$ cat config.mk
export PLATFORM = sky130hd
export DESIGN_NAME = hit_select
export DESIGN_NICKNAME = d
export VERILOG_FILES = /design/src/design/icache_pkg.sv /design/src/design/hit_select.sv
export VERILOG_INCLUDE_DIRS = /design/src /design/src/design
export SDC_FILE = /design/constraint.sdc
export NUM_CORES = 1
export LEC_CHECK = 0
export ABC_CLOCK_PERIOD_IN_PS = 12300
export BUFFER_PORTS_ARGS = -buffer_cell sky130_fd_sc_hd__buf_2
export CORE_AREA = 2 2 200 202
export DETAILED_ROUTE_END_ITERATION = 8
export DIE_AREA = 0 0 202 204
export SKIP_CTS_REPAIR_TIMING = 1
export SYNTH_ARGS = -nofsm -noshare
export SYNTH_HDL_FRONTEND = slang
export SYNTH_SLANG_ARGS = --single-unit
$ cat constraint.sdc
create_clock -name clk_i -period 12.3 [get_ports clk_i]
set_input_delay 1.23 -clock clk_i [delete_from_list [all_inputs] [get_ports clk_i]]
set_output_delay 1.23 -clock clk_i [all_outputs]
set_load 0.02 [all_outputs]
$ cat src/design/icache_params.svh
// -------------------------------------------------------------------
// Instruction cache lookup sizing
// Address, line, set and index widths shared by the design
// -------------------------------------------------------------------

`ifndef ICACHE_PARAMS_SVH
`define ICACHE_PARAMS_SVH

// Fetch request fields
`define ICACHE_FETCH_AW 32
`define ICACHE_ID_WIDTH 4

// Line and array geometry
`define ICACHE_LINE_WIDTH 128
`define ICACHE_LINE_COUNT 16
`define ICACHE_SET_COUNT 2

// Address split: offset, index, set number
`define ICACHE_LINE_ALIGN 4
`define ICACHE_COUNT_ALIGN 4
`define ICACHE_SET_ALIGN 1

// Address bits above offset and index
`define ICACHE_TAG_WIDTH 24

`endif

$ cat src/design/icache_pkg.sv
// -------------------------------------------------------------------
// Instruction cache lookup types
// Request, tag entry, refill, response and array command structs
// -------------------------------------------------------------------

`include "icache_params.svh"

package icache_pkg;

  // Lookup request from the fetch side
  typedef struct packed {
    logic [`ICACHE_FETCH_AW-1:0] addr;
    logic [`ICACHE_ID_WIDTH-1:0] id;
  } fetch_req_t;

  // One stored tag with its status bits
  typedef struct packed {
    logic                         valid;
    logic                         error;
    logic [`ICACHE_TAG_WIDTH-1:0] tag;
  } tag_entry_t;

  typedef logic [`ICACHE_LINE_WIDTH-1:0] line_t;

  // Refill write from the next level
  typedef struct packed {
    logic [`ICACHE_COUNT_ALIGN-1:0] index;
    logic [`ICACHE_SET_ALIGN-1:0]   cset;
    logic [`ICACHE_TAG_WIDTH-1:0]   tag;
    line_t                          line;
    logic                           error;
  } refill_t;

  // Lookup result returned to the fetch side
  typedef struct packed {
    logic [`ICACHE_FETCH_AW-1:0]  addr;
    logic [`ICACHE_ID_WIDTH-1:0]  id;
    logic [`ICACHE_SET_ALIGN-1:0] cset;
    logic                         hit;
    logic                         error;
    line_t                        line;
  } lookup_rsp_t;

  // Shared command to the tag and data arrays
  typedef struct packed {
    logic                           re;
    logic [`ICACHE_SET_COUNT-1:0]   wmask;
    logic [`ICACHE_COUNT_ALIGN-1:0] index;
  } array_port_t;

endpackage

$ cat src/design/hit_select.sv
// -------------------------------------------------------------------
// Hit selector
// Tag compare, lowest-set pick, line mux and fall-through buffer
// -------------------------------------------------------------------

`timescale 1ns/1ps

`include "icache_params.svh"

module hit_select (
  input  logic                                          clk_i,
  input  logic                                          rst_ni,
  input  icache_pkg::tag_entry_t [`ICACHE_SET_COUNT-1:0] tags_i,
  input  icache_pkg::line_t [`ICACHE_SET_COUNT-1:0]      lines_i,
  input  logic                                          launch_i,
  input  icache_pkg::fetch_req_t                        launch_req_i,
  output logic                                          ready_o,
  output icache_pkg::lookup_rsp_t                       out_rsp_o,
  input  logic                                          out_ready_i,
  output logic                                          out_valid_o
);

  import icache_pkg::*;

  logic [`ICACHE_TAG_WIDTH-1:0] req_tag;
  logic [`ICACHE_SET_COUNT-1:0] set_hit;
  lookup_rsp_t                  rsp_s;
  lookup_rsp_t                  rsp_q;
  logic                         buf_valid_q;
  logic                         pend_q;
  logic                         live;

  // -----------------------------------------------------------------
  // Tag compare and set selection
  // -----------------------------------------------------------------
  assign req_tag = launch_req_i.addr[`ICACHE_FETCH_AW-1 -: `ICACHE_TAG_WIDTH];

  always_comb begin
    rsp_s      = '0;
    rsp_s.addr = launch_req_i.addr;
    rsp_s.id   = launch_req_i.id;
    for (int s = 0; s < `ICACHE_SET_COUNT; s++) begin
      set_hit[s] = tags_i[s].valid && (tags_i[s].tag == req_tag);
    end
    // Walk down so the lowest hitting set is the last one taken
    for (int s = `ICACHE_SET_COUNT - 1; s >= 0; s--) begin
      if (set_hit[s]) begin
        rsp_s.hit   = 1'b1;
        rsp_s.cset  = `ICACHE_SET_ALIGN'(s);
        rsp_s.error = tags_i[s].error;
        rsp_s.line  = lines_i[s];
      end
    end
  end

  // -----------------------------------------------------------------
  // Fall-through output buffer
  // -----------------------------------------------------------------
  // A fresh result sits on the array outputs until it moves on
  assign live        = launch_i || pend_q;
  assign out_valid_o = buf_valid_q || live;
  assign out_rsp_o   = buf_valid_q ? rsp_q : rsp_s;
  assign ready_o     = !buf_valid_q || out_ready_i;

  always_ff @(posedge clk_i or negedge rst_ni) begin
    if (!rst_ni) begin
      buf_valid_q <= 1'b0;
      pend_q      <= 1'b0;
    end else if (buf_valid_q) begin
      // Buffered response is older, it goes out first
      if (out_ready_i) begin
        buf_valid_q <= live;
        pend_q      <= 1'b0;
      end else begin
        pend_q      <= live;
      end
    end else begin
      buf_valid_q <= live && !out_ready_i;
      pend_q      <= 1'b0;
    end
  end

  // Capture when the live result cannot leave this cycle
  always_ff @(posedge clk_i) begin
    if (live && (buf_valid_q ? out_ready_i : !out_ready_i)) begin
      rsp_q <= rsp_s;
    end
  end

endmodule

==> results_dict.tcl <==
set metrics [dict create \
    grt_overflow_total 0 \
    hp-class "in -> async" \
    ys_top_cells_by_count "nand2_1 (266), edfxtp_1 (167), clkbuf_1 (150)" \
    async_reset_ff_share_pct 1.18 \
    min_period_over_period_pct 47.2 \
    syn_nets 1591 \
    final_net_count 1969 \
    crit_path_start_kind "input port" \
    drive_above_1_share_pct 43.4 \
    irDropWorstVdd_v 0.000101 \
    vias_per_cell 5.87 \
    cts_made_buffers 17 \
    status "complete, no violations" \
    clk_pin_slew_ns 0.06 \
    post-synth-top-area-cell "edfxtp_1" \
    netlist.area_leader.share_pct 39.2 \
    crit_path_max_fanout 116 \
    rsz0062_at_grt "no" \
    cts_sinks 169 \
    netlist_top_cells_area "edfxtp_1 (39%), a2bb2oi_2 (12%), a2111o_1 (11%)" \
    cts_htree_levels 4 \
    synth_most_common_cell "nand2_1" \
    grt_max_degree 188 \
    cp_slowest_stage_delay_ns 0.95 \
    hold_violations 0 \
    dr.pass1.iters 5 \
    ant_nets 0 \
    skew_ns 0.0191 \
    ys_warn_count 0 \
    fill_cells 3894 \
    post_drt_wl_per_cell_um 22.8 \
    avgSynthCellArea_um2 10.3 \
    cts_buffer_depth 2 \
    syn2layout_area_growth_pct 26.6 \
    insertion_delay_ns 0.47 \
    setup.worst_path.end_class "primary output" \
    crit_slowest_cell "buf_4" \
    p_total_mw 2.04 \
    cts_tree "yes" \
    io_buffers 516 \
    synth_edf_count 167 \
    drc 0 \
    min_period_ns 5.80 \
    start_util_pct 32.7 \
    dpl.hpwl_mm 30.7 \
    synth-main-ff-cell "edfxtp_1" \
    synthCells 1242 \
    yosysUniqueCellTypes 30 \
    fp.dieArea_um2 41200 \
    max_freq_ghz 0.172 \
    setup_tns_ns 0 \
    root_buffer "clkbuf_16" \
    gp_congestion 0.923 \
    num_vias 12700 \
    routed_wirelength_mm 49.3 \
    grt_first_pass_wirelength_mm 73.5 \
    worst-slew-pin-transition_ns 1.19 \
    drtIter0Drc 966 \
    grt_pass1_vias 12300 \
    synth_seq_cells 169 \
    grt_usage_pct 22.8 \
    yosysSeqAreaShare_pct 39.6 \
    finalSetupViolations 0 \
    path_cells "buf_2 > xnor2_1 > nand4_1 > nor4_2 > buf_4 > buf_4 > a41oi_1 > a2bb2oi_2 > buf_2" \
    crit_type "in -> out" \
    slew_headroom_pct 20.7 \
    crit_arrival_ns 4.57 \
    grt_antenna_before_repair 9 \
    io_pins 517 \
    row_count 73 \
    core_um2 39200 \
    drv_slew 0 \
    mappedNetlistArea_um2 12800 \
    powerDensity_nw_per_um2 126 \
    cap_violations 0 \
    cp_data_required_time_ns 11.07 \
    p_leak_nw 6.42 \
    die_h_um 204 \
    die_w_um 202 \
]
-- state kept, by name, summed over array words and instances, names as in the netlist --
register     count
buf_valid_q      1
pend_q           1
rsp_q          167
-- power by group --
group	leakage [nW]	switching (mW)	total, mW	internal, mW
sequential	1.66	0.0268	0.727	0.700
clock	0.322	0.259	0.638	0.379
combinational	4.44	0.401	0.673	0.272
total	6.42	0.687	2.04	1.35
-- critical path, delay by kind of cell --
kind / cells / cell delay [ns]
simple gates: 2 / 0.39
compound gates: 2 / 0.53
buf+inv: 4 / 1.99
xor+xnor: 1 / 0.24
-- layout by cell type, fill, tap and decap left out, types with 2 or more instances in the layout --
cell type    n
diode_2      9
a2bb2oi_2   99
buf_2      516
a41oi_1    129
a2111o_1   129
xnor2_1     36
nand3_1    129
clkbuf_16   17
a2bb2oi_1   30
nor4_1       2
inv_1        2
nand4_1      8
nand2_1    265
xor2_1      12
edfxtp_1   167
inv_6        4
bufinv_16    5
mux2_2      36
clkbuf_8     3
clkbuf_1     2
nor2_4       2
buf_12       2
buf_4       16
nor2_1       5
-- worst paths after layout --
| kind | to | from | slack [ns] | depth (start not counted) |
|---|---|---|---|---|
| max | out_rsp_o[92] | launch_req_i[35] | 6.50 | 9 |
| min | buf_valid_q$_DFF_PN0_ | rst_ni | 0.55 | 1 |
| max reg2reg | rsp_q[70]$_DFFE_PP_ | buf_valid_q$_DFF_PN0_ | 8.77 | 4 |
| min reg2reg | pend_q$_DFF_PN0_ | pend_q$_DFF_PN0_ | 0.61 | 2 |
| max in group asynchronous | buf_valid_q$_DFF_PN0_ | rst_ni | 11.64 | 1 |
| min in group clk_i | pend_q$_DFF_PN0_ | pend_q$_DFF_PN0_ | 0.61 | 2 |
-- cells by family (layout without fill, tap and decap cells) --
| kind of cell | after synthesis | count (layout) | synth area share, % |
|---|---|---|---|
| compound gates | 390 | 390 | 34.0 |
| fa+ha+maj | 1 | 1 | 0.0977 |
| simple gates | 420 | 420 | 14.0 |
| buf+inv | 178 | 569 | 5.90 |
| mux | 36 | 36 | 3.17 |
| xor+xnor | 48 | 48 | 3.28 |
| other cells | 0 | 9 | 0 |
| flops | 169 | 169 | 39.6 |
-- area by class of cell --
| cell class | count | area (um2) | area share, % |
|---|---|---|---|
| Antenna cell | 9 | 22.5 | 0.139 |
| Clock buffer | 22 | 474 | 2.93 |
| Clock inverter | 10 | 189 | 1.17 |
| Inverter | 3 | 16.3 | 0.100 |
| Multi-Input combinational cell | 895 | 7030 | 43.4 |
| Sequential cell | 169 | 5070 | 31.3 |
| Tap cell | 525 | 657 | 4.05 |
| Timing Repair Buffer | 534 | 2740 | 16.9 |
-- through the flow --
step	util [%]	cells	setup slack, ns	hold WS [ns]	instance area [um2]
after global routing	41.3	2166	6.26	0.518	16200
after detailed placement	39.6	2126	6.63	0.596	15500
final	41.4	2167	6.50	0.549	16200
after CTS	41.3	2158	6.63	0.505	16200
after floorplan	-	1242	2.70	0.533	12800
after global placement	39.6	2126	6.65	0.585	15500
-- per-layer routing --
layer / track usage (%) / vias up / wire length (um)
met5: 0 / - / 9
met4: 10.4 / 2 / 1490
met3: 5.09 / 90 / 3770
met2: 36.0 / 589 / 23300
met1: 29.8 / 6243 / 20700
li1: - / 5801 / -
No activity file was read; power rests on OpenSTA's default activity.
