### src/design/icache_params.svh
// -------------------------------------------------------------------
// Instruction cache lookup sizing
// Address, line, set and index widths shared by the design
// -------------------------------------------------------------------

`ifndef ICACHE_PARAMS_SVH
`define ICACHE_PARAMS_SVH

// Fetch request fields
`define ICACHE_FETCH_AW 32
`define ICACHE_ID_WIDTH 4

// Line and array geometry
`define ICACHE_LINE_WIDTH 128
`define ICACHE_LINE_COUNT 16
`define ICACHE_SET_COUNT 2

// Address split: offset, index, set number
`define ICACHE_LINE_ALIGN 4
`define ICACHE_COUNT_ALIGN 4
`define ICACHE_SET_ALIGN 1

// Address bits above offset and index
`define ICACHE_TAG_WIDTH 24

`endif

### src/design/icache_pkg.sv
// -------------------------------------------------------------------
// Instruction cache lookup types
// Request, tag entry, refill, response and array command structs
// -------------------------------------------------------------------

`include "icache_params.svh"

package icache_pkg;

  // Lookup request from the fetch side
  typedef struct packed {
    logic [`ICACHE_FETCH_AW-1:0] addr;
    logic [`ICACHE_ID_WIDTH-1:0] id;
  } fetch_req_t;

  // One stored tag with its status bits
  typedef struct packed {
    logic                         valid;
    logic                         error;
    logic [`ICACHE_TAG_WIDTH-1:0] tag;
  } tag_entry_t;

  typedef logic [`ICACHE_LINE_WIDTH-1:0] line_t;

  // Refill write from the next level
  typedef struct packed {
    logic [`ICACHE_COUNT_ALIGN-1:0] index;
    logic [`ICACHE_SET_ALIGN-1:0]   cset;
    logic [`ICACHE_TAG_WIDTH-1:0]   tag;
    line_t                          line;
    logic                           error;
  } refill_t;

  // Lookup result returned to the fetch side
  typedef struct packed {
    logic [`ICACHE_FETCH_AW-1:0]  addr;
    logic [`ICACHE_ID_WIDTH-1:0]  id;
    logic [`ICACHE_SET_ALIGN-1:0] cset;
    logic                         hit;
    logic                         error;
    line_t                        line;
  } lookup_rsp_t;

  // Shared command to the tag and data arrays
  typedef struct packed {
    logic                           re;
    logic [`ICACHE_SET_COUNT-1:0]   wmask;
    logic [`ICACHE_COUNT_ALIGN-1:0] index;
  } array_port_t;

endpackage

### src/design/way_array.sv
// -------------------------------------------------------------------
// Set-associative way storage
// One bank per set, written by mask, read in parallel at one index
// -------------------------------------------------------------------

`timescale 1ns/1ps

`include "icache_params.svh"

module way_array #(
  parameter type payload_t = logic
) (
  input  logic                                  clk_i,
  input  logic                                  rst_ni,
  input  icache_pkg::array_port_t               port_i,
  input  payload_t                              wdata_i,
  output payload_t [`ICACHE_SET_COUNT-1:0]      rdata_o
);

  // Storage, one bank per set
  payload_t mem_q [`ICACHE_SET_COUNT][`ICACHE_LINE_COUNT];

  // -----------------------------------------------------------------
  // Write port
  // -----------------------------------------------------------------
  always_ff @(posedge clk_i) begin
    for (int s = 0; s < `ICACHE_SET_COUNT; s++) begin
      if (port_i.wmask[s]) begin
        mem_q[s][port_i.index] <= wdata_i;
      end
    end
  end

  // -----------------------------------------------------------------
  // Read port
  // -----------------------------------------------------------------
  // All sets are read together; the result holds until the next read
  always_ff @(posedge clk_i or negedge rst_ni) begin
    if (!rst_ni) begin
      rdata_o <= '0;
    end else if (port_i.re) begin
      for (int s = 0; s < `ICACHE_SET_COUNT; s++) begin
        rdata_o[s] <= mem_q[s][port_i.index];
      end
    end
  end

endmodule

### config.mk
export PLATFORM = sky130hd
export DESIGN_NAME = way_array
export DESIGN_NICKNAME = d
export VERILOG_FILES = /design/src/design/icache_pkg.sv /design/src/design/way_array.sv
export VERILOG_INCLUDE_DIRS = /design/src /design/src/design
export SDC_FILE = /design/constraint.sdc
export NUM_CORES = 1
export LEC_CHECK = 0
export ABC_AREA = 1
export BUFFER_PORTS_ARGS = -buffer_cell sky130_fd_sc_hd__buf_2
export CORE_ASPECT_RATIO = 0.6
export CORE_MARGIN = 2
export CORE_UTILIZATION = 55
export DETAILED_ROUTE_END_ITERATION = 10
export PLACE_DENSITY = 0.74
export SYNTH_ARGS = -nofsm -noshare
export SYNTH_HDL_FRONTEND = slang
export SYNTH_SLANG_ARGS = --single-unit
### constraint.sdc
create_clock -name clk_i -period 2.8 [get_ports clk_i]
set_clock_uncertainty 0.15 [all_clocks]
set_input_delay 0.56 -clock clk_i [delete_from_list [all_inputs] [get_ports clk_i]]
set_output_delay 0.56 -clock clk_i [all_outputs]
set_load 0.01 [all_outputs]
==> impl_metrics.csv, run 1 <==
group,metric,value,unit
timing,drv_slew,0,
clock_tree,htreeDepth,2,
synth,synth_seq_area_share,60.9,%
grt,overflow,0,
clock_tree,cts_tree,"done",
clock_tree,cts_resized,0,
placed_design,port_buffers,11,
grt,grt.busiest_layer,"met2",
layout,final_nets,210,
setup_path,criticalPathCategory,"input port to flop",
synth,syn_inst,187,
placed_design,gp_congestion,0.871,
setup_path,cp_data_arrival_time,1430,ps
grt,antenna_found_initial,0,
floorplan,io_pins,12,
layout,fin_cells,243,
timing,layout_setup_ws,1190,ps
drt,drc,0,
clock_tree,post_cts_buffers,0,
placed_design,pre_cts_slack,902,ps
synth,syn_nets,197,
drt,wl_per_cell,13.5,um
drt,via_count,1252,
timing,setup_viol,0,
setup_path,startpoint_type,"input port",
grt,met3_usage,8.10,%
clock_tree,clock_latency,290,ps
layout,drive_above_1_share,12.9,%
setup_path,critical_path_peak_fanout,18,
clock_tree,cts_root_buffer,"clkbuf_8",
synth,synth.avg_cell_area,8.87,um^2
drt,drt_iter0_markers,155,
floorplan,dieArea,0.00349,mm^2
clock_tree,path_clk_slew,70,ps
clock_tree,clk_path_buf_depth,2,
timing,rsz0062_at_grt,"no",
pwr,ir_drop,415,uV
timing,hold_ws,361,ps
floorplan,rows,15,
pwr,leakage,0.000772,uW
synth,synth_seq_cells,34,
timing,worst_pin_slew,556,ps
layout,syn_to_final_growth,8.67,%
grt,grt_pass1_wl,5040,um
grt,grt_start_max_net_pins,33,
timing,finalCritPeriodShare,57.4,%
grt,track_usage,21.3,%
placed_design,place_inst,234,
run,max-cap-violations,0,
layout,antennaDiodeCount,0,
layout,final_cell_mix,"nand2_1 (86), edfxtp_1 (32), nor2_1 (28)",
synth,syn_area,0.00166,mm^2
drt,drtAntennaViolNets,0,
pwr,power,1010,uW
synth,ys.warnings.count,0,
layout,fill_cells,246,
run_status,status,"finished, final reports clean",
floorplan,die_y,46.5,um
setup_path,cp-end-kind,"flop",
pwr,power_density,562,mW/mm^2
timing,post-route-min-period,1610,ps
grt,grt_pass1_vias,1026,
timing,timing.final.hold_violations,0,
layout,mostFrequentLayoutCell,"nand2_1",
floorplan,core,0.00287,mm^2
placed_design,hpwl,2180,um
drt,routed_via_density,5.15,
timing,tns,0,ps
timing,fmax,622,MHz
synth,synth_cell_types,14,
grt,grt_use_met2,30.5,%
timing,slew-limit-headroom,62.9,%
setup_path,crit_required,2620,ps
clock_tree,clock-sinks,34,
clock_tree,cts_buffers,5,
grt,use_met1,29.5,%
drt,routed_wl,3270,um
floorplan,start_util,57.8,%
floorplan,die_w,74.9,um
hold_path,hold_path_class,"flop to flop",
drt,dr.pass1.iters,4,
==> area by class of cell <==
type                            instances  area [um^2]  area share [%]
Clock buffer                            6         72.6            4.02
Clock inverter                          2         8.76           0.486
Inverter                               11         48.8            2.71
Multi-Input combinational cell        136          544            30.2
Sequential cell                        34         1010            56.1
Tap cell                               42         52.6            2.91
Timing Repair Buffer                   12         65.1            3.61
==> registers in the layout, indices dropped and copies added (netlist names) <==
name,cells
rdata_o,2
mem_q,32
==> logic make-up after synthesis <==
logic type	after synthesis	synth area share [%]
buffers and inverters	17	6.26
and+or+nand+nor	136	32.8
DFF	34	60.9
==> synthesized netlist by cell type (all sizes together) <==
cell	count	share of area [%]
buf	4	2.9
nor2	28	6.3
nand2	91	21
nor3	12	3.6
dfrtp	2	3.0
nand3	5	1.5
clkbuf	2	0.45
edfxtp	32	58
inv	11	2.9
==> layer usage <==
metal  vias to the layer above  wire length (um)
met5                         -                 0
li1                        623                 -
met1                       564              1430
met4                         0                44
met2                        58              1480
met3                         7               322
==> worst max-delay path, cell delays in order <==
cell and delay (ps):
buf_2 330, nand2_1 240, nor3_1 290
==> power breakdown <==
group / switching, uW / internal, uW / total (uW)
clock network: 172 / 171 / 343
registers: 4.11 / 569 / 574
logic: 70.0 / 26.8 / 96.8
total: 247 / 767 / 1010
==> what timing repair did <==
item	in CTS	in global routing
hold buffers	1	0
endpoints found under the hold margin	2	0
setup endpoints to repair	0	0
==> path summary, 6_finish.rpt <==
| path | cells past startpoint | from | slack (ps) | endpoint |
|---|---|---|---|---|
| max reg2reg | 8 | mem_q[0][3] | 1610 | rdata_o[0] |
| max in group asynchronous | 2 | rst_ni | 1940 | rdata_o[1] |
| max | 3 | port_i[0] | 1190 | mem_q[0][4] |
| min | 2 | rdata_o[1] | 360 | rdata_o[1] |
| min reg2reg | 2 | rdata_o[1] | 360 | rdata_o[1] |
| min in group asynchronous | 2 | rst_ni | 460 | rdata_o[0] |
==> stage by stage <==
step / util (%) / cell area (um^2)
final: 62.8 / 1800
after CTS: 62.8 / 1800
after global placement: 59.6 / 1710
after global routing: 62.8 / 1800
after detailed placement: 59.6 / 1710
after floorplan: - / 1660
Power figures use the tool's default switching activity.
==> run 2: changes to the inputs <==
ABC_AREA = 0   (was 1)
CORE_UTILIZATION = 52   (was 55)
PLACE_DENSITY = 0.73   (was 0.74)
clock period = 1.4 ns   (was 2.8 ns; I/O delays follow)
==> run 2 against run 1 <==
The run now ends with setup timing left. Critical endpoint is now rdata_o[1]. Final cell count is 29% lower. Worst setup slack lost 1500 ps. Total power rose by 100%. Critical path depth grew 1. Largest power group unchanged. Sequential share of layout area shrank 0.27 points. Sequential power grew 100%.
==> impl_metrics.csv, run 2 <==
group,metric,value,unit
run_status,status,"finished with violations",
run_status,violations,"setup timing",
floorplan,rows,15,
timing,drv_slew,0,
setup_path,critPathMaxStageDelay,490,ps
setup_path,rrSetupSlack,-270,ps
grt,grt_pass1_wl,4650,um
setup_path,crit_required,1420,ps
clock_tree,clk_path_buf_depth,2,
synth,syn_area,0.00157,mm^2
pwr,power_density,1120,mW/mm^2
synth,synth_seq_area_share,64.5,%
timing,timing.final.hold_violations,0,
synth,synth.avg_cell_area,14.3,um^2
layout,fin_area,0.00181,mm^2
pwr,leakage,0.000645,uW
grt,grt_pass1_vias,898,
layout,top_regs,"mem_q (32), rdata_o (2)",
synth,syn_inst,110,
setup_path,cp-end-kind,"flop",
timing,hold_ws,126,ps
setup_path,crit_path_frequent_cell,"mux2i_1",
grt,track_usage,20.2,%
grt,grt_use_met2,25.3,%
setup_path,cp_data_arrival_time,1690,ps
setup_path,crit_path_top_delay_cell,"mux4_2",
clock_tree,clock_latency,280,ps
timing,finalCritPeriodShare,120,%
clock_tree,cts_buffers,5,
layout,mostFrequentLayoutCell,"edfxtp_1",
layout,fill_cells,223,
layout,final_nets,140,
layout,regMostFlops,"mem_q",
grt,met3_usage,7.66,%
grt,grt_start_max_net_pins,33,
floorplan,die_y,46.5,um
setup_path,rr_startpoint,"mem_q[0][26]",
timing,setup_viol,2,
clock_tree,htreeDepth,2,
timing,worst_pin_slew,498,ps
floorplan,dieArea,0.00348,mm^2
placed_design,dpl_cell_area,0.00172,mm^2
timing,post-route-min-period,1670,ps
drt,drc,0,
drt,drt_iter0_markers,74,
grt,overflow,0,
setup_path,path_buf_inv,0,
setup_path,r2r_end,"rdata_o[1]",
placed_design,hpwl,2130,um
drt,via_count,956,
setup_path,critical_path.cell_chain,"mux4_2 -> mux2i_1 -> mux2i_1 -> mux2_2",
clock_tree,cts_root_buffer,"clkbuf_8",
synth,synthArstFlopShare,5.88,%
layout,syn_to_final_growth,15.6,%
layout,final_cell_mix,"edfxtp_1 (32), nor2_1 (26), mux2i_1 (12)",
setup_path,path_depth,4,
setup_path,critical_path_peak_fanout,1,
synth,synth_cell_types,14,
placed_design,port_buffers,11,
layout,antennaDiodeCount,0,
timing,layout_setup_ws,-274,ps
hold_path,hold_path_class,"input port to flop",
setup_path,startpoint_type,"flop",
timing,tns,-451,ps
synth,synth.area.top_cells,"edfxtp_1 (61%), mux4_2 (8.6%), mux2i_1 (7.7%)",
run,max-cap-violations,0,
floorplan,die_w,74.9,um
timing,slew-limit-headroom,66.8,%
layout,largest_reg_flops,32,
grt,antenna_found_initial,0,
placed_design,gp_congestion,0.855,
floorplan,io_pins,12,
drt,dr.pass1.iters,4,
layout,drive_above_1_share,29.0,%
setup_path,startpoint,"mem_q[0][26]",
floorplan,start_util,54.6,%
clock_tree,clock-sinks,34,
drt,routed_via_density,5.53,
setup_path,rr_worst_depth,4,
timing,fmax,598,MHz
synth,netlist.top_cell.by_area,"edfxtp_1",
synth,synth_seq_cells,34,
clock_tree,path_clk_slew,70,ps
drt,routed_wl,3020,um
drt,drtAntennaViolNets,0,
synth,synth.most_common_cell,"edfxtp_1",
synth,synth_ff_type,"edfxtp_1",
pwr,ir_drop,710,uV
floorplan,core,0.00287,mm^2
synth,syn_nets,120,
grt,use_met1,31.8,%
synth,synth_edf_count,32,
drt,wl_per_cell,17.4,um
clock_tree,cts_tree,"done",
setup_path,crit_end,"rdata_o[1]",
grt,grt.busiest_layer,"met1",
synth,synthTopCellsByCount,"edfxtp_1 (32), nor2_1 (26), mux2i_1 (12)",
synth,ys.warnings.count,0,
timing,rsz0062_at_grt,"yes",
hold_path,whs_path_depth,2,
setup_path,cp_top_family,"multiplexers",
setup_path,criticalPathCategory,"flop to flop",
synth,yosys.area.top_type_share,61.3,%
[run 2: cell count changes after synthesis, moves of 5 or more]
cell     change
nand2_1     -82
nand2_2      -5
inv_1        -7
mux4_2       +6
mux2i_1     +12
[run 2: kinds of logic after synthesis]
group	synth area share [%]
simple gates	13.9
buf+inv	3.91
mux	17.7
flops	64.5
[run 2: report_power, final]
group	leakage, uW	total (uW)	switching, uW	internal (uW)
Clock	0.0000426	677	335	341
Sequential	0.000312	1150	10.0	1140
Combinational	0.000290	208	111	97.1
Total	0.000645	2040	456	1580
[run 2: layout make-up]
cell class,count,area (um^2),area share [%]
clock buffers,6,72.6,4.01
clock inverters,2,8.76,0.483
multi-input cells,68,522,28.8
flip-flops and latches,34,1010,55.8
well taps,42,52.6,2.90
repair buffers,21,145,8.01
[run 2: timing repair]
item / CTS / global route
resized for setup: 1 / 0
pin swaps: 0 / 0
setup buffers: 0 / 0
cloned: 0 / 0
endpoints found under the hold margin: 2 / 0
endpoints found under the setup margin: 2 / 2
hold buffers: 1 / 0
[run 2: worst min-delay path by stage]
stage | start | to | slack (ps)
floorplan | rst_ni | rdata_o[0] | -170
global placement | rst_ni | rdata_o[1] | -80
detailed placement | rst_ni | rdata_o[1] | -80
CTS | port_i[6] | rdata_o[1] | 120
global route | port_i[6] | rdata_o[0] | 130
finish | port_i[6] | rdata_o[1] | 130
[run 2: layer usage]
metal  part of all wire (%)  up-vias
met4                    1.2        0
li1                       -      445
met5                      0        -
met1                     49      459
met3                     10        7
met2                     39       45
[run 2: metrics by stage]
step | total power (uW) | worst slack (ps) | util [%] | std cells
3_5_place_dp | 1380 | -407 | 59.8 | 164
5_1_grt | 2110 | -334 | 63.1 | 173
6_report | 2040 | -274 | 63.1 | 173
4_1_cts | 2060 | -268 | 63.1 | 173
3_3_place_gp | 1370 | -391 | 59.8 | 164
2_1_floorplan | 1310 | -174 | - | 110
