===== src/design/icache_params.svh =====
// -------------------------------------------------------------------
// Instruction cache lookup sizing
// Address, line, set and index widths shared by the design
// -------------------------------------------------------------------

`ifndef ICACHE_PARAMS_SVH
`define ICACHE_PARAMS_SVH

// Fetch request fields
`define ICACHE_FETCH_AW 32
`define ICACHE_ID_WIDTH 4

// Line and array geometry
`define ICACHE_LINE_WIDTH 128
`define ICACHE_LINE_COUNT 16
`define ICACHE_SET_COUNT 2

// Address split: offset, index, set number
`define ICACHE_LINE_ALIGN 4
`define ICACHE_COUNT_ALIGN 4
`define ICACHE_SET_ALIGN 1

// Address bits above offset and index
`define ICACHE_TAG_WIDTH 24

`endif


===== src/design/icache_pkg.sv =====
// -------------------------------------------------------------------
// Instruction cache lookup types
// Request, tag entry, refill, response and array command structs
// -------------------------------------------------------------------

`include "icache_params.svh"

package icache_pkg;

  // Lookup request from the fetch side
  typedef struct packed {
    logic [`ICACHE_FETCH_AW-1:0] addr;
    logic [`ICACHE_ID_WIDTH-1:0] id;
  } fetch_req_t;

  // One stored tag with its status bits
  typedef struct packed {
    logic                         valid;
    logic                         error;
    logic [`ICACHE_TAG_WIDTH-1:0] tag;
  } tag_entry_t;

  typedef logic [`ICACHE_LINE_WIDTH-1:0] line_t;

  // Refill write from the next level
  typedef struct packed {
    logic [`ICACHE_COUNT_ALIGN-1:0] index;
    logic [`ICACHE_SET_ALIGN-1:0]   cset;
    logic [`ICACHE_TAG_WIDTH-1:0]   tag;
    line_t                          line;
    logic                           error;
  } refill_t;

  // Lookup result returned to the fetch side
  typedef struct packed {
    logic [`ICACHE_FETCH_AW-1:0]  addr;
    logic [`ICACHE_ID_WIDTH-1:0]  id;
    logic [`ICACHE_SET_ALIGN-1:0] cset;
    logic                         hit;
    logic                         error;
    line_t                        line;
  } lookup_rsp_t;

  // Shared command to the tag and data arrays
  typedef struct packed {
    logic                           re;
    logic [`ICACHE_SET_COUNT-1:0]   wmask;
    logic [`ICACHE_COUNT_ALIGN-1:0] index;
  } array_port_t;

endpackage


===== src/design/lookup_ctrl.sv =====
// -------------------------------------------------------------------
// Lookup controller
// Invalidation sweep, flush, array port arbitration, lookup launch
// -------------------------------------------------------------------

`timescale 1ns/1ps

`include "icache_params.svh"

module lookup_ctrl (
  input  logic                    clk_i,
  input  logic                    rst_ni,
  input  icache_pkg::fetch_req_t  in_req_i,
  input  logic                    in_valid_i,
  output logic                    in_ready_o,
  input  icache_pkg::refill_t     write_i,
  input  logic                    write_valid_i,
  output logic                    write_ready_o,
  input  logic                    flush_valid_i,
  output logic                    flush_ready_o,
  input  logic                    sel_ready_i,
  output icache_pkg::array_port_t port_o,
  output icache_pkg::tag_entry_t  tag_wdata_o,
  output icache_pkg::line_t       line_wdata_o,
  output logic                    launch_o,
  output icache_pkg::fetch_req_t  launch_req_o
);

  // Counter value once every index has been cleared
  localparam logic [`ICACHE_COUNT_ALIGN:0] sweep_end =
    (`ICACHE_COUNT_ALIGN + 1)'(`ICACHE_LINE_COUNT);

  logic [`ICACHE_COUNT_ALIGN:0] sweep_cnt_q;
  logic                         sweep;
  logic                         flush_fire;
  logic                         lookup_fire;

  // -----------------------------------------------------------------
  // Invalidation sweep
  // -----------------------------------------------------------------
  assign sweep      = sweep_cnt_q != sweep_end;
  assign flush_fire = flush_valid_i && flush_ready_o;

  // Starts at zero out of reset, restarts on an accepted flush
  always_ff @(posedge clk_i or negedge rst_ni) begin
    if (!rst_ni) begin
      sweep_cnt_q <= '0;
    end else if (sweep) begin
      sweep_cnt_q <= sweep_cnt_q + 1'b1;
    end else if (flush_fire) begin
      sweep_cnt_q <= '0;
    end
  end

  // Handshakes: sweep blocks all, a pending refill blocks lookups
  assign flush_ready_o = !sweep;
  assign write_ready_o = !sweep;
  assign in_ready_o    = !sweep && !write_valid_i && sel_ready_i;
  assign lookup_fire   = in_valid_i && in_ready_o;

  // -----------------------------------------------------------------
  // Array port arbitration
  // -----------------------------------------------------------------
  always_comb begin
    port_o       = '0;
    tag_wdata_o  = '0;
    line_wdata_o = '0;
    if (sweep) begin
      // Clear this index in every set
      port_o.wmask = '1;
      port_o.index = sweep_cnt_q[`ICACHE_COUNT_ALIGN-1:0];
    end else if (write_valid_i) begin
      port_o.wmask[write_i.cset] = 1'b1;
      port_o.index               = write_i.index;
      tag_wdata_o.valid          = 1'b1;
      tag_wdata_o.error          = write_i.error;
      tag_wdata_o.tag            = write_i.tag;
      line_wdata_o               = write_i.line;
    end else begin
      port_o.re    = lookup_fire;
      port_o.index = in_req_i.addr[`ICACHE_LINE_ALIGN +: `ICACHE_COUNT_ALIGN];
    end
  end

  // -----------------------------------------------------------------
  // Lookup launch
  // -----------------------------------------------------------------
  // Arrays return data the cycle after the read, so does launch
  always_ff @(posedge clk_i or negedge rst_ni) begin
    if (!rst_ni) begin
      launch_o <= 1'b0;
    end else begin
      launch_o <= lookup_fire;
    end
  end

  always_ff @(posedge clk_i) begin
    if (lookup_fire) begin
      launch_req_o <= in_req_i;
    end
  end

endmodule


===== config.mk =====
export PLATFORM = sky130hd
export DESIGN_NAME = lookup_ctrl
export DESIGN_NICKNAME = d
export VERILOG_FILES = /design/src/design/icache_pkg.sv /design/src/design/lookup_ctrl.sv
export VERILOG_INCLUDE_DIRS = /design/src /design/src/design
export SDC_FILE = /design/constraint.sdc
export NUM_CORES = 1
export LEC_CHECK = 0
export ABC_AREA = 1
export BUFFER_PORTS_ARGS = -buffer_cell sky130_fd_sc_hd__buf_4
export CORE_AREA = 5 5 152 154
export DETAILED_ROUTE_END_ITERATION = 8
export DIE_AREA = 0 0 157 159
export PLACE_DENSITY = 0.5
export SYNTH_ARGS = -nofsm -noshare
export SYNTH_HDL_FRONTEND = slang
export SYNTH_SLANG_ARGS = --single-unit

===== constraint.sdc =====
create_clock -name clk_i -period 6.8 [get_ports clk_i]
set_input_delay 1.36 -clock clk_i [delete_from_list [all_inputs] [get_ports clk_i]]
set_output_delay 1.36 -clock clk_i [all_outputs]
set_load 0.05 [all_outputs]

==> results of run 1 <==
==> area by class of cell <==
type	count	area, um^2
Clock buffer	6	139
Sequential cell	42	1230
Tap cell	280	350
Clock inverter	2	60.1
Multi-Input combinational cell	353	1420
Timing Repair Buffer	403	3040
Inverter	16	60.1
Fill cell	2381	15300
==> worst min-delay path, delay by kind of cell (launching register included) <==
family	cells	cell delay, ns
AND/OR/NAND/NOR	3	0.22
flip-flops	1	0.37
==> placed cells by master, fill, tap and decap left out, drive strengths merged <==
| cell | synthesis | layout |
|---|---|---|
| xnor2 | 1 | 1 |
| clkbuf | 11 | 6 |
| o21ai | 1 | 1 |
| inv | 16 | 16 |
| bufinv | 0 | 2 |
| nand4 | 4 | 4 |
| nand2 | 184 | 184 |
| nor2 | 157 | 157 |
| buf | 24 | 403 |
| edfxtp | 36 | 36 |
| ha | 2 | 2 |
| xor2 | 1 | 1 |
| nand3 | 3 | 3 |
| dfrtp | 6 | 6 |
==> registers in the layout (all words and copies together), names as in the netlist <==
| signal | count |
|---|---|
| launch_o | 1 |
| sweep_cnt_q | 5 |
| launch_req_o | 36 |
==> stage by stage <==
step | std cells | util | worst slack, ns | area [um^2] | hold WS (ns)
2_1_floorplan | 446 | - | 2.90 | 2950 | 0.554
3_3_place_gp | 1094 | 0.283 | 2.35 | 6090 | 0.613
3_5_place_dp | 1094 | 0.283 | 2.34 | 6090 | 0.623
4_1_cts | 1102 | 0.292 | 2.34 | 6290 | 0.631
5_1_grt | 1102 | 0.292 | 2.14 | 6290 | 0.662
6_report | 1102 | 0.292 | 2.37 | 6290 | 0.625
==> how the worst max path moves through the flow <==
stage,startpoint,to,slack (ns)
after floorplan,write_valid_i,port_o[4],2.90
after global placement,write_valid_i,in_ready_o,2.35
after detailed placement,write_valid_i,in_ready_o,2.34
after CTS,write_valid_i,in_ready_o,2.34
after global routing,write_valid_i,port_o[6],2.14
final,write_valid_i,line_wdata_o[68],2.37
==> report_power, final <==
group | internal [mW] | switching [mW] | leakage, nW | total, mW
Clock | 0.220 | 0.0943 | 0.0971 | 0.315
Sequential | 0.300 | 0.0263 | 0.396 | 0.326
Combinational | 0.207 | 0.405 | 2.80 | 0.612
==> metal layers <==
layer | share of wire | GRT usage | vias up
li1 | - | - | 2090
met1 | 0.36 | 0.114 | 1744
met3 | 0.090 | 0.0258 | 11
met2 | 0.54 | 0.213 | 200
met5 | 0 | 0 | -
met4 | 0.012 | 0.0225 | 0
==> cells by family (layout without fill, tap and decap cells) <==
kind of cell	count (synthesis)	in the layout
AO/OA/AOI/OAI	1	1
XOR/XNOR	2	2
adder cells (fa/ha/maj)	2	2
buffers and inverters	51	427
flip-flops	42	42
AND/OR/NAND/NOR	348	348
==> results_dict.tcl, run 1 <==
set metrics [dict create \
    die_y_um 159 \
    clock_path_buffers 2 \
    h-tree-depth 2 \
    synth_common_cells "nand2_1, nor2_1, edfxtp_1" \
    path_cells "buf_4, buf_4, nand2_1, nor2_1, buf_4" \
    r2r-start "sweep_cnt_q[0]" \
    worst_setup_path_start_kind "input pin" \
    pin_count 401 \
    viasPerCell 3.67 \
    synth_simple_gate_area_frac 0.460 \
    wl_um 14800 \
    synth_top_area_frac 0.367 \
    max_stage_delay_ns 0.78 \
    cp_common_cell "buf_4" \
    synthFlopType "edfxtp_1" \
    hold_path_class "flip-flop to flip-flop" \
    cp_slowest_cell "buf_4" \
    muxShareOfSynthArea 0 \
    vdd_drop_max_v 0.0000887 \
    tightest_slew_ns 1.06 \
    ys_seq_elements 42 \
    clkSlewWorstSetupHoldPaths_ns 0.06 \
    antenna_found_initial 0 \
    synth_area_um2 2950 \
    synth_top_family_by_area "simple AND/OR/NAND/NOR gates" \
    portBuffers 400 \
    grt_pass1_vias 3987 \
    relSlewSlack 0.292 \
    drtIter0Drc 234 \
    fin_setup_tns_ns 0 \
    place_hpwl_um 12100 \
    critPathCaptureType "output port" \
    numCtsBuffers 5 \
    nNetsFinal 1023 \
    rows 54 \
    synth_top_cell_by_area "edfxtp_1" \
    initial_core_util 0.137 \
    ys_async_sr_fraction 0.143 \
    num_vias 4045 \
    grt_overflow 0 \
    synthAdderAreaFrac 0.00850 \
    grt_max_degree 139 \
    setup_viol 0 \
    grt_pass1_wl_um 21800 \
    synth_area_leaders "edfxtp_1, nand2_1, nor2_1" \
    seq_area_frac_synth 0.418 \
    synth_compound_area_frac 0.00170 \
    synth_cells 446 \
    drcViolationCount 0 \
    critPathRequiredTime_ns 5.44 \
    synth_xor_area_frac 0.00595 \
    maxCapViolCount 0 \
    synth.avg_cell_area_um2 6.60 \
    holdBufCountCts 0 \
    period_needed_ns 4.43 \
    total_power_mw 1.25 \
    cts.sinks 42 \
    cts_tree "done" \
    clk_latency_ns 0.28 \
    drtAntennaViolNets 0 \
    syn-num-nets 648 \
    drt_first_pass_iters 5 \
    leakagePower_nw 3.29 \
    place.gp.congestion 0.810 \
    post_cts_resized 0 \
    wire_per_inst_um 13.4 \
    cts_setup_buffers 0 \
    worst_hold_path.endpoint "sweep_cnt_q[4]" \
    cp_max_fo 107 \
    r2r_end "launch_req_o[13]" \
    r2r_cells 6 \
    p_per_area_nw_per_um2 199 \
    worstHoldPathCells 3 \
    finClkSkew_ns 0.00402 \
    synth_edf_count 36 \
    yosys_warnings 0 \
    fin_crit_sh 0.652 \
    n_antenna_cell 0 \
    reg2reg_slack_ns 4.39 \
    post-synth-top-count-cell "nand2_1" \
    grt_util_all_layers 0.108 \
    dieWidth_um 157 \
    fmax_mhz 226 \
    path_buf_inv 3 \
    critPathTopFamily "buffers and inverters" \
    coreArea_um2 21600 \
    area_growth_pct 114 \
    final_layout_size_suffix_gt1_frac 0.517 \
    synth_cell_types 20 \
    cts_root_buffer "clkbuf_16" \
    die_area_um2 25000 \
    hold_violations 0 \
    critical_path_class "input pin to output port" \
    min-delay-start "sweep_cnt_q[4]" \
    path_depth 5 \
    crit_arrival_ns 3.07 \
    outcome "complete, no violations" \
    slew_viol_final 0 \
    rsz0062_at_grt "false" \
]
No activity file was read; power rests on OpenSTA's default activity.
==> run 2: changes to the inputs <==
--- a/config.mk
+++ b/config.mk
@@ -8,10 +8,10 @@
 export LEC_CHECK = 0
 export ABC_AREA = 1
 export BUFFER_PORTS_ARGS = -buffer_cell sky130_fd_sc_hd__buf_4
-export CORE_AREA = 5 5 152 154
+export CORE_AREA = 5 5 153 155
 export DETAILED_ROUTE_END_ITERATION = 8
-export DIE_AREA = 0 0 157 159
-export PLACE_DENSITY = 0.5
+export DIE_AREA = 0 0 158 160
+export PLACE_DENSITY = 0.51
 export SYNTH_ARGS = -nofsm -noshare
 export SYNTH_HDL_FRONTEND = slang
 export SYNTH_SLANG_ARGS = --single-unit
==> constraint.sdc (replaced) <==
create_clock -name clk_i -period 3.6 [get_ports clk_i]
set_input_delay 0.72 -clock clk_i [delete_from_list [all_inputs] [get_ports clk_i]]
set_output_delay 0.72 -clock clk_i [all_outputs]
set_load 0.05 [all_outputs]
==> run 2 against run 1 <==
Against the previous run:
- largest cell class unchanged
- via count rose by 1.4%
- cell area rose by 0.22%
- cell count is 0.45% higher
- die area up 1.3%
- first-iteration DRC count is 6.4% higher
- clock-buffer cell count rose by 1
- sequential power up 88%
- register-to-register slack worse by 2.9 ns
- non-clock buffer count rose by 5
==> results_dict.tcl, run 2 (same netlist as run 1, synthesis figures left out) <==
set metrics [dict create \
    critical_path_class "flip-flop to output port" \
    nFillCells 2369 \
    multi_input_area_um2 1420 \
    die_y_um 160 \
    n_antenna_cell 0 \
    viasPerCell 3.70 \
    clk_latency_ns 0.28 \
    critPathCaptureType "output port" \
    hold_path_class "input pin to asynchronous set/reset pin" \
    drcViolationCount 0 \
    drtIter0Drc 249 \
    initial_core_util 0.136 \
    max_stage_delay_ns 0.42 \
    maxCapViolCount 0 \
    slew_viol_final 0 \
    cp_max_fo 27 \
    die_area_um2 25300 \
    rows 54 \
    relSlewSlack 0.701 \
    critPathRequiredTime_ns 2.88 \
    outcome "complete, no violations" \
    final_common_cell "buf_4" \
    period_needed_ns 2.87 \
    area_growth_pct 114 \
    setup_slack_ns 0.734 \
    dieWidth_um 158 \
    place_hpwl_um 13000 \
    grt_overflow 0 \
    numCtsBuffers 5 \
    place_inst 1099 \
    place_ws_ns 0.938 \
    h-tree-depth 2 \
    post_cts_resized 0 \
    worst_setup_path_start_kind "flip-flop" \
    vdd_drop_max_v 0.000198 \
    holdBufCountCts 0 \
    cp_slowest_cell "dfrtp_1" \
    fmax_mhz 349 \
    final_util 0.291 \
    clkSlewWorstSetupHoldPaths_ns 0.06 \
    finClkSkew_ns 0.00232 \
    fin_setup_tns_ns 0 \
    grt_pass1_wl_um 22400 \
    p_per_area_nw_per_um2 361 \
    cts_root_buffer "clkbuf_16" \
    fin_crit_sh 0.796 \
    largest_reg_flops 36 \
    place.gp.congestion 0.849 \
    drt_first_pass_iters 4 \
    largest-register "launch_req_o" \
    cts.sinks 42 \
    setup_viol 0 \
    clock_path_buffers 2 \
    finalNonFillerCells 1107 \
    tightest_slew_ns 0.449 \
    pin_count 401 \
    reg_top3 "launch_req_o (36), sweep_cnt_q (5), launch_o (1)" \
    final_layout_size_suffix_gt1_frac 0.518 \
    seq_area_um2 1230 \
    startpoint "sweep_cnt_q[0]" \
    rsz0062_at_grt "false" \
    grt_pass1_vias 4105 \
    wire_per_inst_um 14.2 \
    leakagePower_nw 3.30 \
    num_vias 4101 \
    hold_violations 0 \
    r2r-start "sweep_cnt_q[0]" \
    grt_util_all_layers 0.110 \
    antenna_found_initial 0 \
    coreArea_um2 21700 \
    wl_um 15700 \
    portBuffers 400 \
    path_cells "inv_1, ha_1, nand2_1, inv_1, nand2_4, inv_2, nand2_1, nor2_1, buf_4" \
    final_cell_mix "buf_4, nand2_1, nor2_1, edfxtp_1, inv_1" \
    grt_max_degree 97 \
    nNetsFinal 1028 \
    cts_setup_buffers 0 \
    crit_arrival_ns 2.15 \
    drtAntennaViolNets 0 \
    cts_tree "done" \
]
run 2: changes by cell type in the layout (fill, tap and decap cells not counted):
cell	change
buf_12	+1
clkbuf_8	-1
buf_4	+4
clkbuf_1	+2
bufinv_16	-1
run 2: stage by stage:
step / cell area (um^2) / hold slack (ns) / power [mW]
6_report: 6310 / 0.246 / 2.28
5_1_grt: 6310 / 0.242 / 2.40
4_1_cts: 6310 / 0.242 / 2.31
3_5_place_dp: 6140 / 0.546 / 1.80
3_3_place_gp: 6140 / 0.543 / 1.80
2_1_floorplan: 2950 / 0.424 / 1.40
run 2: final timing paths:
kind | slack (ns) | endpoint | cells after the start
worst max-delay path | 0.73 | line_wdata_o[127] | 9
worst min-delay path | 0.25 | launch_o | 1
worst max register to register | 1.46 | launch_req_o[25] | 7
worst min register to register | 0.62 | sweep_cnt_q[0] | 2
max in group asynchronous | 3.23 | sweep_cnt_q[0] | 1
min in group clk_i | 0.61 | launch_req_o[7] | 1
run 2: layout make-up:
cell class,count,share of cell area
repair buffers,408,0.490
well taps,280,0.0555
multi-input cells,353,0.224
inverters,16,0.00952
clock inverters,1,0.00476
flip-flops and latches,42,0.195
clock buffers,7,0.0210
run 2: routing by layer:
layer,track usage,vias up,part of all wire
met5,0,-,0
met4,0.0306,0,0.020
met3,0.0195,19,0.072
met2,0.216,202,0.55
met1,0.118,1780,0.36
li1,-,2100,-
run 2: worst max-delay path: cells and delay by family (launching register included):
kind                       cells  cell delay (ns)
DFF                            1             0.42
buffers and inverters          4             0.72
and+or+nand+nor                4             0.58
adders and majority gates      1             0.14
run 2: power breakdown:
group / internal, mW / switching, mW
clock network: 0.328 / 0.169
logic: 0.396 / 0.770
registers: 0.567 / 0.0462
total: 1.29 / 0.986
